**src/fix_pkg.sv**
```systemverilog
package fix_pkg;

	localparam logic [7:0]  SOH       = 8'h01;
	localparam logic [55:0] BEGIN_STR = "FIX.4.2";
	localparam logic [23:0] SENDER_ID = "ENG";

	localparam logic [7:0] MT_LOGON     = "A";
	localparam logic [7:0] MT_HEARTBEAT = "0";
	localparam logic [7:0] MT_LOGOUT    = "5";

	localparam logic [9:0] TAG_MSGTYPE  = 10'd35;
	localparam logic [9:0] TAG_CHECKSUM = 10'd10;

	// three bcd digits, hundreds in the top nibble
	typedef logic [11:0] seq_bcd_t;

	typedef struct packed {
		logic [9:0] tag;       // decimal tag number
		logic [7:0] val_char;  // first value byte
		logic [9:0] val_num;   // up to three value digits
	} field_t;

	typedef struct packed {
		logic [3:0] host;
		logic [7:0] msg_type;     // zero when no 35= field came
		logic       checksum_ok;
	} msg_info_t;

	typedef struct packed {
		logic [3:0] host;
		logic [7:0] msg_type;
		seq_bcd_t   seq;
	} tx_req_t;

endpackage
```
**src/fix_engine.sv**
```systemverilog
`timescale 1ns/1ns

module fix_engine #(
	parameter int NUM_HOST = 4,
	parameter int HOST_W   = 2
) (
	input  logic                clk,
	input  logic                rst_i,
	input  logic                rx_valid_i,
	input  logic [7:0]          rx_data_i,
	input  logic [HOST_W-1:0]   rx_host_i,
	input  logic                connect_i,
	input  logic [HOST_W-1:0]   connect_to_host_i,
	input  logic                fifo_full_i,
	output logic                fifo_write_o,
	output logic [7:0]          message_o,
	output logic                end_o,
	output logic [NUM_HOST-1:0] logged_on_o
);

	fix_pkg::field_t    field;
	logic               field_valid;
	logic               byte_valid;
	logic [7:0]         byte_data;
	logic               trailer;
	logic               sum_ok;
	logic               msg_valid;
	fix_pkg::msg_info_t msg;
	logic               tx_start;
	fix_pkg::tx_req_t   tx_req;
	logic               busy;
	logic [3:0]         rx_host_ext;   // struct host fields are four bits

	assign rx_host_ext = 4'(rx_host_i);

	fix_parser i_parser (
		.clk           (clk),
		.rst_i         (rst_i),
		.rx_valid_i    (rx_valid_i),
		.rx_data_i     (rx_data_i),
		.field_valid_o (field_valid),
		.field_o       (field),
		.byte_valid_o  (byte_valid),
		.byte_data_o   (byte_data),
		.trailer_o     (trailer)
	);

	rx_checksum i_rx_checksum (
		.clk           (clk),
		.rst_i         (rst_i),
		.byte_valid_i  (byte_valid),
		.byte_data_i   (byte_data),
		.trailer_i     (trailer),
		.field_valid_i (field_valid),
		.field_i       (field),
		.sum_ok_o      (sum_ok)
	);

	msg_processor i_msg_processor (
		.clk           (clk),
		.rst_i         (rst_i),
		.rx_host_i     (rx_host_ext),
		.field_valid_i (field_valid),
		.field_i       (field),
		.sum_ok_i      (sum_ok),
		.msg_valid_o   (msg_valid),
		.msg_o         (msg)
	);

	session_manager #(
		.NUM_HOST (NUM_HOST),
		.HOST_W   (HOST_W)
	) i_session_manager (
		.clk               (clk),
		.rst_i             (rst_i),
		.msg_valid_i       (msg_valid),
		.msg_i             (msg),
		.connect_i         (connect_i),
		.connect_to_host_i (connect_to_host_i),
		.busy_i            (busy),
		.tx_start_o        (tx_start),
		.tx_req_o          (tx_req),
		.logged_on_o       (logged_on_o)
	);

	msg_builder i_msg_builder (
		.clk          (clk),
		.rst_i        (rst_i),
		.tx_start_i   (tx_start),
		.tx_req_i     (tx_req),
		.fifo_full_i  (fifo_full_i),
		.busy_o       (busy),
		.fifo_write_o (fifo_write_o),
		.message_o    (message_o),
		.end_o        (end_o)
	);

endmodule

```
**src/msg_builder.sv**
```systemverilog
`timescale 1ns/1ns

module msg_builder (
	input  logic             clk,
	input  logic             rst_i,
	input  logic             tx_start_i,
	input  fix_pkg::tx_req_t tx_req_i,
	input  logic             fifo_full_i,
	output logic             busy_o,
	output logic             fifo_write_o,
	output logic [7:0]       message_o,
	output logic             end_o
);

	localparam logic [5:0] POS_TRAILER = 6'd35;   // first byte of "10="
	localparam logic [5:0] POS_LAST    = 6'd41;

	typedef enum logic [1:0] {
		B_IDLE,
		B_SEND,
		B_CONV
	} phase_t;

	phase_t           phase_q;
	logic [5:0]       pos_q;
	fix_pkg::tx_req_t req_q;
	logic [7:0]       cks_q;     // running sum, later the remainder
	logic [3:0]       hund_q;
	logic [3:0]       tens_q;
	logic [7:0]       cur_byte;
	logic [7:0]       cks_next;

	assign busy_o       = (phase_q != B_IDLE);
	assign fifo_write_o = (phase_q == B_SEND) && !fifo_full_i;
	assign end_o        = fifo_write_o && (pos_q == POS_LAST);
	assign message_o    = cur_byte;
	assign cks_next     = cks_q + cur_byte;

	always_comb begin
		case (pos_q)
			6'd0:                                    cur_byte = "8";
			6'd1, 6'd12, 6'd17, 6'd24, 6'd31, 6'd37: cur_byte = "=";
			6'd2, 6'd3, 6'd4, 6'd5, 6'd6, 6'd7, 6'd8:
				cur_byte = fix_pkg::BEGIN_STR[8 * (8 - int'(pos_q)) +: 8];
			6'd9, 6'd14, 6'd21, 6'd28, 6'd34, 6'd41: cur_byte = fix_pkg::SOH;
			6'd10, 6'd15:                            cur_byte = "3";
			6'd11, 6'd29:                            cur_byte = "5";
			6'd13:                                   cur_byte = req_q.msg_type;
			6'd16, 6'd22:                            cur_byte = "4";
			6'd18:                                   cur_byte = {4'h3, req_q.seq[11:8]};
			6'd19:                                   cur_byte = {4'h3, req_q.seq[7:4]};
			6'd20:                                   cur_byte = {4'h3, req_q.seq[3:0]};
			6'd23:                                   cur_byte = "9";
			6'd25, 6'd26, 6'd27:
				cur_byte = fix_pkg::SENDER_ID[8 * (27 - int'(pos_q)) +: 8];
			6'd30:                                   cur_byte = "6";
			6'd32:                                   cur_byte = "H";
			6'd33:                                   cur_byte = {4'h3, req_q.host};  // hosts 0 to 9
			6'd35:                                   cur_byte = "1";
			6'd36:                                   cur_byte = "0";
			6'd38:                                   cur_byte = {4'h3, hund_q};
			6'd39:                                   cur_byte = {4'h3, tens_q};
			6'd40:                                   cur_byte = {4'h3, cks_q[3:0]};
			default:                                 cur_byte = 8'h00;
		endcase
	end

	always_ff @(posedge clk) begin
		if (rst_i) begin
			phase_q <= B_IDLE;
			pos_q   <= '0;
			cks_q   <= '0;
			hund_q  <= '0;
			tens_q  <= '0;
		end else begin
			case (phase_q)
				B_IDLE: begin
					if (tx_start_i) begin
						phase_q <= B_SEND;
						pos_q   <= '0;
						cks_q   <= '0;
					end
				end
				B_SEND: begin
					if (!fifo_full_i) begin   // byte goes out this cycle
						pos_q <= pos_q + 6'd1;
						if (pos_q < POS_TRAILER)
							cks_q <= cks_next;
						if (pos_q == POS_TRAILER - 6'd1) begin
							phase_q <= B_CONV;
							hund_q  <= '0;
							tens_q  <= '0;
						end
						if (pos_q == POS_LAST)
							phase_q <= B_IDLE;
					end
				end
				B_CONV: begin
					if (cks_q >= 8'd100) begin
						cks_q  <= cks_q - 8'd100;
						hund_q <= hund_q + 4'd1;
					end else if (cks_q >= 8'd10) begin
						cks_q  <= cks_q - 8'd10;
						tens_q <= tens_q + 4'd1;
					end else begin
						phase_q <= B_SEND;    // ones digit is what is left
					end
				end
				default: phase_q <= B_IDLE;
			endcase
		end
	end

	always_ff @(posedge clk) begin
		if (phase_q == B_IDLE && tx_start_i)
			req_q <= tx_req_i;
	end

	// trailer digits leave the conversion as decimal characters
	assert property (@(posedge clk) disable iff (rst_i)
		(fifo_write_o && pos_q > 6'd37 && pos_q < POS_LAST) |->
			(cur_byte >= "0" && cur_byte <= "9"));

endmodule

```
**src/session_manager.sv**
```systemverilog
`timescale 1ns/1ns

module session_manager #(
	parameter int NUM_HOST = 4,
	parameter int HOST_W   = 2
) (
	input  logic                 clk,
	input  logic                 rst_i,
	input  logic                 msg_valid_i,
	input  fix_pkg::msg_info_t   msg_i,
	input  logic                 connect_i,
	input  logic [HOST_W-1:0]    connect_to_host_i,
	input  logic                 busy_i,
	output logic                 tx_start_o,
	output fix_pkg::tx_req_t     tx_req_o,
	output logic [NUM_HOST-1:0]  logged_on_o
);

	typedef enum logic [1:0] {
		S_IDLE,
		S_LOGON_SENT,
		S_ACTIVE
	} sess_t;

	sess_t             state_q [NUM_HOST];
	fix_pkg::seq_bcd_t seq_q   [NUM_HOST];   // next outgoing seq per host
	logic              pend_q;
	fix_pkg::tx_req_t  pend_req_q;
	logic              rx_hit;
	logic              upd;
	logic              send;
	logic [HOST_W-1:0] upd_host;
	sess_t             upd_state;
	logic [7:0]        send_type;
	fix_pkg::tx_req_t  new_req;
	logic              issue_ok;

	function automatic fix_pkg::seq_bcd_t bcd_inc(input fix_pkg::seq_bcd_t s);
		logic [3:0] d0;
		logic [3:0] d1;
		logic [3:0] d2;
		d0 = s[3:0];
		d1 = s[7:4];
		d2 = s[11:8];
		if (d0 != 4'd9) begin
			d0 = d0 + 4'd1;
		end else begin
			d0 = 4'd0;
			if (d1 != 4'd9) begin
				d1 = d1 + 4'd1;
			end else begin
				d1 = 4'd0;
				d2 = (d2 != 4'd9) ? d2 + 4'd1 : 4'd0;   // 999 wraps to 000
			end
		end
		return {d2, d1, d0};
	endfunction

	// connect wins a tie with an inbound message
	assign rx_hit   = msg_valid_i && msg_i.checksum_ok && (32'(msg_i.host) < NUM_HOST) && !connect_i;
	assign issue_ok = !busy_i && !tx_start_o;   // builder raises busy a cycle late

	always_comb begin
		upd       = 1'b0;
		send      = 1'b0;
		upd_state = S_IDLE;
		send_type = fix_pkg::MT_LOGON;
		upd_host  = connect_i ? connect_to_host_i : HOST_W'(msg_i.host);
		if (connect_i) begin
			upd       = 1'b1;
			send      = 1'b1;
			upd_state = S_LOGON_SENT;
		end else if (rx_hit) begin
			case (state_q[upd_host])
				S_IDLE: begin
					if (msg_i.msg_type == fix_pkg::MT_LOGON) begin
						upd       = 1'b1;
						send      = 1'b1;
						upd_state = S_ACTIVE;
					end
				end
				S_LOGON_SENT: begin
					if (msg_i.msg_type == fix_pkg::MT_LOGON) begin
						upd       = 1'b1;   // our logon got answered
						upd_state = S_ACTIVE;
					end
				end
				S_ACTIVE: begin
					if (msg_i.msg_type == fix_pkg::MT_HEARTBEAT) begin
						send      = 1'b1;
						send_type = fix_pkg::MT_HEARTBEAT;
					end else if (msg_i.msg_type == fix_pkg::MT_LOGOUT) begin
						upd       = 1'b1;
						send      = 1'b1;
						upd_state = S_IDLE;
						send_type = fix_pkg::MT_LOGOUT;
					end
				end
				default: ;
			endcase
		end
		new_req = '{host: 4'(upd_host), msg_type: send_type, seq: seq_q[upd_host]};
	end

	always_ff @(posedge clk) begin
		if (rst_i) begin
			for (int i = 0; i < NUM_HOST; i++) begin
				state_q[i] <= S_IDLE;
				seq_q[i]   <= 12'h001;
			end
			pend_q     <= 1'b0;
			tx_start_o <= 1'b0;
		end else begin
			if (upd)
				state_q[upd_host] <= upd_state;
			if (send)
				seq_q[upd_host] <= bcd_inc(seq_q[upd_host]);
			tx_start_o <= 1'b0;
			if (pend_q && issue_ok) begin
				tx_start_o <= 1'b1;
				pend_q     <= send;      // a fresh request takes the slot
			end else if (send && issue_ok) begin
				tx_start_o <= 1'b1;
			end else if (send) begin
				pend_q <= 1'b1;          // a second waiting request is lost
			end
		end
	end

	always_ff @(posedge clk) begin
		if (pend_q && issue_ok) begin
			tx_req_o   <= pend_req_q;
			pend_req_q <= new_req;
		end else if (send && issue_ok) begin
			tx_req_o <= new_req;
		end else if (send && !pend_q) begin
			pend_req_q <= new_req;
		end
	end

	always_comb begin
		for (int i = 0; i < NUM_HOST; i++)
			logged_on_o[i] = (state_q[i] == S_ACTIVE);
	end

	// never start the builder while it is still sending
	assert property (@(posedge clk) disable iff (rst_i) tx_start_o |-> !busy_i);

endmodule

```
**src/msg_processor.sv**
```systemverilog
`timescale 1ns/1ns

module msg_processor (
	input  logic               clk,
	input  logic               rst_i,
	input  logic [3:0]         rx_host_i,
	input  logic               field_valid_i,
	input  fix_pkg::field_t    field_i,
	input  logic               sum_ok_i,
	output logic               msg_valid_o,
	output fix_pkg::msg_info_t msg_o
);

	logic [7:0] type_q;
	logic [3:0] host_q;     // sampled inside the message
	logic       cks_field;
	logic       type_field;

	assign cks_field  = field_valid_i && (field_i.tag == fix_pkg::TAG_CHECKSUM);
	assign type_field = field_valid_i && (field_i.tag == fix_pkg::TAG_MSGTYPE);

	always_ff @(posedge clk) begin
		if (rst_i) begin
			type_q      <= 8'h00;
			msg_valid_o <= 1'b0;
		end else begin
			msg_valid_o <= cks_field;
			if (cks_field)
				type_q <= 8'h00;    // no 35= in the next one reads as zero
			else if (type_field)
				type_q <= field_i.val_char;
		end
	end

	always_ff @(posedge clk) begin
		if (field_valid_i && !cks_field)
			host_q <= rx_host_i;
		if (cks_field)
			msg_o <= '{host: host_q, msg_type: type_q, checksum_ok: sum_ok_i};
	end

endmodule

```
**src/rx_checksum.sv**
```systemverilog
`timescale 1ns/1ns

module rx_checksum (
	input  logic            clk,
	input  logic            rst_i,
	input  logic            byte_valid_i,
	input  logic [7:0]      byte_data_i,
	input  logic            trailer_i,
	input  logic            field_valid_i,
	input  fix_pkg::field_t field_i,
	output logic            sum_ok_o
);

	logic [7:0] sum_q;        // all bytes of the current message
	logic [7:0] field_sum_q;  // sum up to the last separator
	logic [7:0] total_q;      // frozen when 10= shows up
	logic [7:0] sum_next;
	logic       cks_field;

	assign sum_next  = sum_q + byte_data_i;
	assign cks_field = field_valid_i && (field_i.tag == fix_pkg::TAG_CHECKSUM);

	always_ff @(posedge clk) begin
		if (rst_i) begin
			sum_q       <= '0;
			field_sum_q <= '0;
			total_q     <= '0;
		end else begin
			if (cks_field) begin
				sum_q       <= '0;      // next message starts clean
				field_sum_q <= '0;
			end else if (byte_valid_i) begin
				sum_q <= sum_next;
				if (byte_data_i == fix_pkg::SOH)
					field_sum_q <= sum_next;
			end
			if (trailer_i)
				total_q <= field_sum_q;   // drops the "10=" bytes
		end
	end

	// holds from the checksum field report until the next field
	assign sum_ok_o = (field_i.val_num == {2'b00, total_q});

endmodule

```
**src/fix_parser.sv**
```systemverilog
`timescale 1ns/1ns

module fix_parser (
	input  logic            clk,
	input  logic            rst_i,
	input  logic            rx_valid_i,
	input  logic [7:0]      rx_data_i,
	output logic            field_valid_o,
	output fix_pkg::field_t field_o,
	output logic            byte_valid_o,
	output logic [7:0]      byte_data_o,
	output logic            trailer_o
);

	typedef enum logic {
		ST_TAG,
		ST_VAL
	} state_t;

	state_t     state_q;
	logic [9:0] tag_q;
	logic       tag_seen_q;   // at least one tag digit
	logic [7:0] val_char_q;
	logic [9:0] val_q;
	logic [1:0] val_len_q;    // digits taken so far
	logic       first_q;      // next byte opens the value
	logic       is_digit;
	logic [3:0] digit;

	assign is_digit = (rx_data_i >= "0") && (rx_data_i <= "9");
	assign digit    = 4'(rx_data_i - "0");

	always_ff @(posedge clk) begin
		if (rst_i) begin
			state_q       <= ST_TAG;
			tag_q         <= '0;
			tag_seen_q    <= 1'b0;
			val_q         <= '0;
			val_len_q     <= '0;
			first_q       <= 1'b0;
			field_valid_o <= 1'b0;
			trailer_o     <= 1'b0;
			byte_valid_o  <= 1'b0;
		end else begin
			field_valid_o <= 1'b0;
			trailer_o     <= 1'b0;
			byte_valid_o  <= rx_valid_i;    // every byte goes on to the checksum
			if (rx_valid_i) begin
				case (state_q)
					ST_TAG: begin
						if (rx_data_i == "=") begin
							state_q   <= ST_VAL;
							val_q     <= '0;
							val_len_q <= '0;
							first_q   <= 1'b1;
							trailer_o <= (tag_q == fix_pkg::TAG_CHECKSUM);
						end else if (rx_data_i == fix_pkg::SOH) begin
							tag_q      <= '0;   // stray separator
							tag_seen_q <= 1'b0;
						end else if (is_digit) begin
							tag_q      <= (tag_q << 3) + (tag_q << 1) + 10'(digit);
							tag_seen_q <= 1'b1;
						end
					end
					ST_VAL: begin
						first_q <= 1'b0;
						if (rx_data_i == fix_pkg::SOH) begin
							field_valid_o <= 1'b1;
							state_q       <= ST_TAG;
							tag_q         <= '0;
							tag_seen_q    <= 1'b0;
						end else if (is_digit && val_len_q != 2'd3) begin
							val_q     <= (val_q << 3) + (val_q << 1) + 10'(digit);
							val_len_q <= val_len_q + 2'd1;
						end
					end
					default: state_q <= ST_TAG;
				endcase
			end
		end
	end

	always_ff @(posedge clk) begin
		byte_data_o <= rx_data_i;
		if (rx_valid_i && state_q == ST_TAG && rx_data_i == "=") begin
			val_char_q <= 8'h00;    // empty value reads as zero
		end else if (rx_valid_i && state_q == ST_VAL) begin
			if (rx_data_i == fix_pkg::SOH) begin
				field_o <= '{tag: tag_q, val_char: val_char_q, val_num: val_q};
			end else if (first_q) begin
				val_char_q <= rx_data_i;
			end
		end
	end

	// a value is only ever opened by a tag that had digits
	assert property (@(posedge clk) disable iff (rst_i)
		(rx_valid_i && rx_data_i == "=" && state_q == ST_VAL) |-> tag_seen_q);

endmodule

```
**config.mk**
```make
export PLATFORM = sky130hd
export DESIGN_NAME = fix_engine
export DESIGN_NICKNAME = d
export VERILOG_FILES = /design/src/fix_pkg.sv /design/src/fix_engine.sv /design/src/msg_builder.sv /design/src/session_manager.sv /design/src/msg_processor.sv /design/src/rx_checksum.sv /design/src/fix_parser.sv
export SDC_FILE = /design/constraint.sdc
export NUM_CORES = 1
export LEC_CHECK = 0
export ABC_CLOCK_PERIOD_IN_PS = 9400
export BUFFER_PORTS_ARGS = -buffer_cell sky130_fd_sc_hd__buf_2
export CAP_MARGIN = 20
export CORE_MARGIN = 4
export CORE_UTILIZATION = 35
export CTS_CLUSTER_DIAMETER = 150
export CTS_CLUSTER_SIZE = 24
export DETAILED_ROUTE_END_ITERATION = 8
export SYNTH_ARGS = -nofsm -noshare
export SYNTH_HDL_FRONTEND = slang
export SYNTH_SLANG_ARGS = --single-unit
```
**constraint.sdc**
```tcl
create_clock -name clk -period 9.4 [get_ports clk]
set_input_delay 1.41 -clock clk [delete_from_list [all_inputs] [get_ports clk]]
set_output_delay 1.41 -clock clk [all_outputs]
set_load 0.01 [all_outputs]
```
==> out/qor.yml <==
status: "complete, no violations"
numCtsBuffers: 14
nFillCells: 3449
syn_inst: 1163
nets: 1255
final-setup-viol-count: 0
timing.rr.end: "i_msg_builder.cks_q[6]"
grt_pass1_wl_mm: 42.8
cp_data_arrival_time_ns: 3.47
drc: 0
die_area_sq_um: 39200
io_pins: 31
layout_commonest_cell: "nor2_1"
grt_overflow: 0
die_w_um: 198
rsz0062_at_grt: "false"
port-buffer-count: 29
finalSetupTns_ns: 0
cp-startpoint: "i_msg_builder.pos_q[0]"
synth-edff-count: 151
power_density_nw_per_um2: 174
maxCapViolCount: 0
postCtsSetupRepairBufs: 0
clock-root-buffer: "clkbuf_16"
whs_ns: 0.402
num_vias: 8513
hpwl_mm: 18.5
reg2reg_depth: 16
hold_path.class: "register to register"
required_ns: 7.99
start_util_pct: 35.5
cp-end-kind: "primary output"
layout_common_cells: "172 x nor2_1, 151 x edfxtp_1, 102 x dfxtp_1, 69 x nand2_1, 68 x ha_1"
clkTransAtPathRegs_ns: 0.10
ant_nets: 0
power_frac_clock_pct: 27.5
synth_nets: 1254
drive_gt1_share_pct: 8.02
gp_congestion: 0.879
ctsLongestPathBuffers: 3
grt_max_degree: 62
fmax_ghz: 0.205
dr.pass1.iters: 5
power_switching_w: 0.000639
cts_tree: "built"
p_seq_share_pct: 55.9
netlist_area_sq_um: 12600
cts.sinks: 253
p_leak_nw: 5.16
ys.flop_type: "edfxtp_1"
chipHeight_um: 198
combPwrFrac_pct: 16.6
antenna_found_initial: 0
yosysUniqueCellTypes: 75
cts_hold_buf: 0
diodes: 0
htree_num_levels: 1
internal_power_w: 0.00173
rows: 69
tightest_slew_ns: 0.923
crit_cells: 9
clock_latency_ns: 0.49
max-slew-margin-rel_pct: 37.2
synth_area_per_cell_sq_um: 10.8
ys_seq_area_share_pct: 52.1
finalHoldViolations: 0
clock_skew_ns: 0.0333
final_max_slew_viol_count: 0
ys.warnings.count: 0
cp_max_fo: 12
synthArstFlopShare_pct: 0
critPathBufInv: 2
ys_ff_latch: 253
post_cts_resized: 0
swShare_pct: 27.0
coreArea_sq_um: 35600
track_usage_pct: 13.0
drtIter0Drc: 685
first_global_vias: 8112
r2r_slack_ns: 4.86
critPathLaunchType: "register"
path_delay_family: "compound AO/OA/AOI/OAI gates"
r2r-start: "i_msg_builder.pos_q[0]"
wl_mm: 25.9
worstPathCellList: "inv_1, ha_1, a221oi_1, a21oi_1, a31oi_1, o21ai_0, nor4b_1, o21ai_0, buf_2"
routedWlPerCell_um: 15.8
period_share_pct: 51.9
area.growth.synth_to_final_pct: 7.69
slowest_stage: "dfxtp_1"
critical-path-max-stage-delay_ns: 0.59
crit_top_cell: "o21ai_0"
crit_type: "register to primary output"
crit_end: "message_o[4]"
min_period_ns: 4.88
peakVddDrop_mv: 0.0928
viasPerCell: 5.21
layout make-up:
class | count | area, sq um | area share [%]
sequential | 253 | 6580 | 48.4
multi-input combinational | 807 | 5620 | 41.4
tap | 461 | 577 | 4.24
clock buffer | 23 | 405 | 2.98
timing repair buffer | 36 | 198 | 1.45
inverter | 52 | 196 | 1.45
clock inverter | 1 | 16.3 | 0.120
metrics by stage:
stage	power, W	util, %	instances	cell area (sq um)	worst slack, ns
final	0.00237	38.2	1633	13600	4.52
after global placement	0.00174	37.0	1608	13200	4.39
after global routing	0.00249	38.2	1633	13600	4.22
after floorplan	0.00163	-	1163	12600	4.61
after CTS	0.00239	38.2	1632	13600	4.56
after detailed placement	0.00174	37.0	1608	13200	4.35
worst register-to-register path, stage by stage (launching register included):
cell and delay, ns:
dfxtp_1 0.59, inv_1 0.20, ha_1 0.48, nor3_1 0.33, o21bai_1 0.17, nand3_1 0.10
nand3_1 0.20, nor4b_1 0.08, or4_1 0.56, ha_1 0.24, fa_1 0.41, a21o_1 0.19
a21oi_1 0.21, o21ai_0 0.15, xnor2_1 0.18, a22oi_1 0.12, o41ai_1 0.26
sequential cells by signal, summed over array words and instances (netlist names), 2 cells and up:
signal and cells:
i_msg_builder.cks_q 8, i_msg_builder.hund_q 4, i_msg_builder.phase_q 2, i_msg_builder.pos_q 6, i_msg_builder.req_q 18, i_msg_builder.tens_q 4, i_msg_processor.host_q 2, i_msg_processor.msg_o 11
i_msg_processor.type_q 8, i_parser.byte_data_o 8, i_parser.field_o 28, i_parser.tag_q 10, i_parser.val_char_q 8, i_parser.val_len_q 2, i_parser.val_q 10, i_rx_checksum.field_sum_q 8
i_rx_checksum.sum_q 8, i_rx_checksum.total_q 8, i_session_manager.pend_req_q 18, i_session_manager.seq_q 48, i_session_manager.state_q 8, i_session_manager.tx_req_o 18
synth_stat cells, types with 5 or more instances:
cell type / n / area [sq um]
a22oi_1: 29 / 218
dfxtp_1: 102 / 2040
xnor2_1: 31 / 272
or3_1: 8 / 50.1
nor2b_1: 18 / 113
buf_2: 5 / 25.0
edfxtp_1: 151 / 4530
mux4_2: 11 / 248
fa_1: 6 / 120
mux2i_1: 52 / 521
o21ai_0: 41 / 205
inv_1: 51 / 191
nor3b_1: 6 / 45.0
nand4_1: 17 / 106
clkbuf_1: 38 / 143
xor2_1: 15 / 131
nor4b_1: 5 / 43.8
nand2_1: 69 / 259
nand3_1: 31 / 155
a31oi_1: 7 / 43.8
o21bai_1: 6 / 45.0
nor3_1: 28 / 140
a21oi_1: 50 / 250
o211ai_1: 5 / 37.5
ha_1: 68 / 851
mux2_2: 13 / 146
nor4_1: 15 / 93.8
nand2b_1: 8 / 50.1
and2_1: 5 / 31.3
and3_1: 6 / 37.5
nor2_1: 173 / 649
a21o_1: 10 / 75.1
power groups by stage:
stage	Combinational (W)	Clock [W]	Sequential [W]
floorplan	0.000294	0	0.00134
global placement	0.000390	0	0.00135
detailed placement	0.000392	0	0.00135
CTS	0.000394	0.000673	0.00133
global route	0.000442	0.000717	0.00133
finish	0.000393	0.000651	0.00132
kinds of logic after synthesis:
| kind of cell | count (synthesis) | synth area share (%) |
|---|---|---|
| fa+ha+maj | 74 | 7.69 |
| xor+xnor | 46 | 3.19 |
| buf+inv | 103 | 3.36 |
| other cells | 1 | 0.0297 |
| flops | 253 | 52.1 |
| mux | 82 | 8.06 |
| simple gates | 411 | 15.5 |
| compound gates | 193 | 10.0 |
metal layers:
layer / vias up / GRT usage (%) / wire length [um]
li1: 4208 / - / -
met1: 4116 / 20.0 / 13000
met2: 161 / 19.9 / 11400
met3: 28 / 1.62 / 1120
met4: 0 / 2.47 / 333
met5: - / 0 / 0
how the worst min path moves through the flow:
stage                                              start                       end  slack [ns]  cells past startpoint
after floorplan            i_session_manager.tx_req_o[0]    i_msg_builder.req_q[0]        0.40                      0
after global placement         i_msg_processor.host_q[0]  i_msg_processor.msg_o[9]        0.40                      0
after detailed placement   i_session_manager.tx_req_o[5]    i_msg_builder.req_q[5]        0.40                      0
after CTS                 i_session_manager.tx_req_o[14]   i_msg_builder.req_q[14]        0.40                      0
after global routing           i_msg_processor.host_q[0]  i_msg_processor.msg_o[9]        0.43                      0
final                     i_session_manager.tx_req_o[14]   i_msg_builder.req_q[14]        0.40                      0
Power figures use the tool's default switching activity.
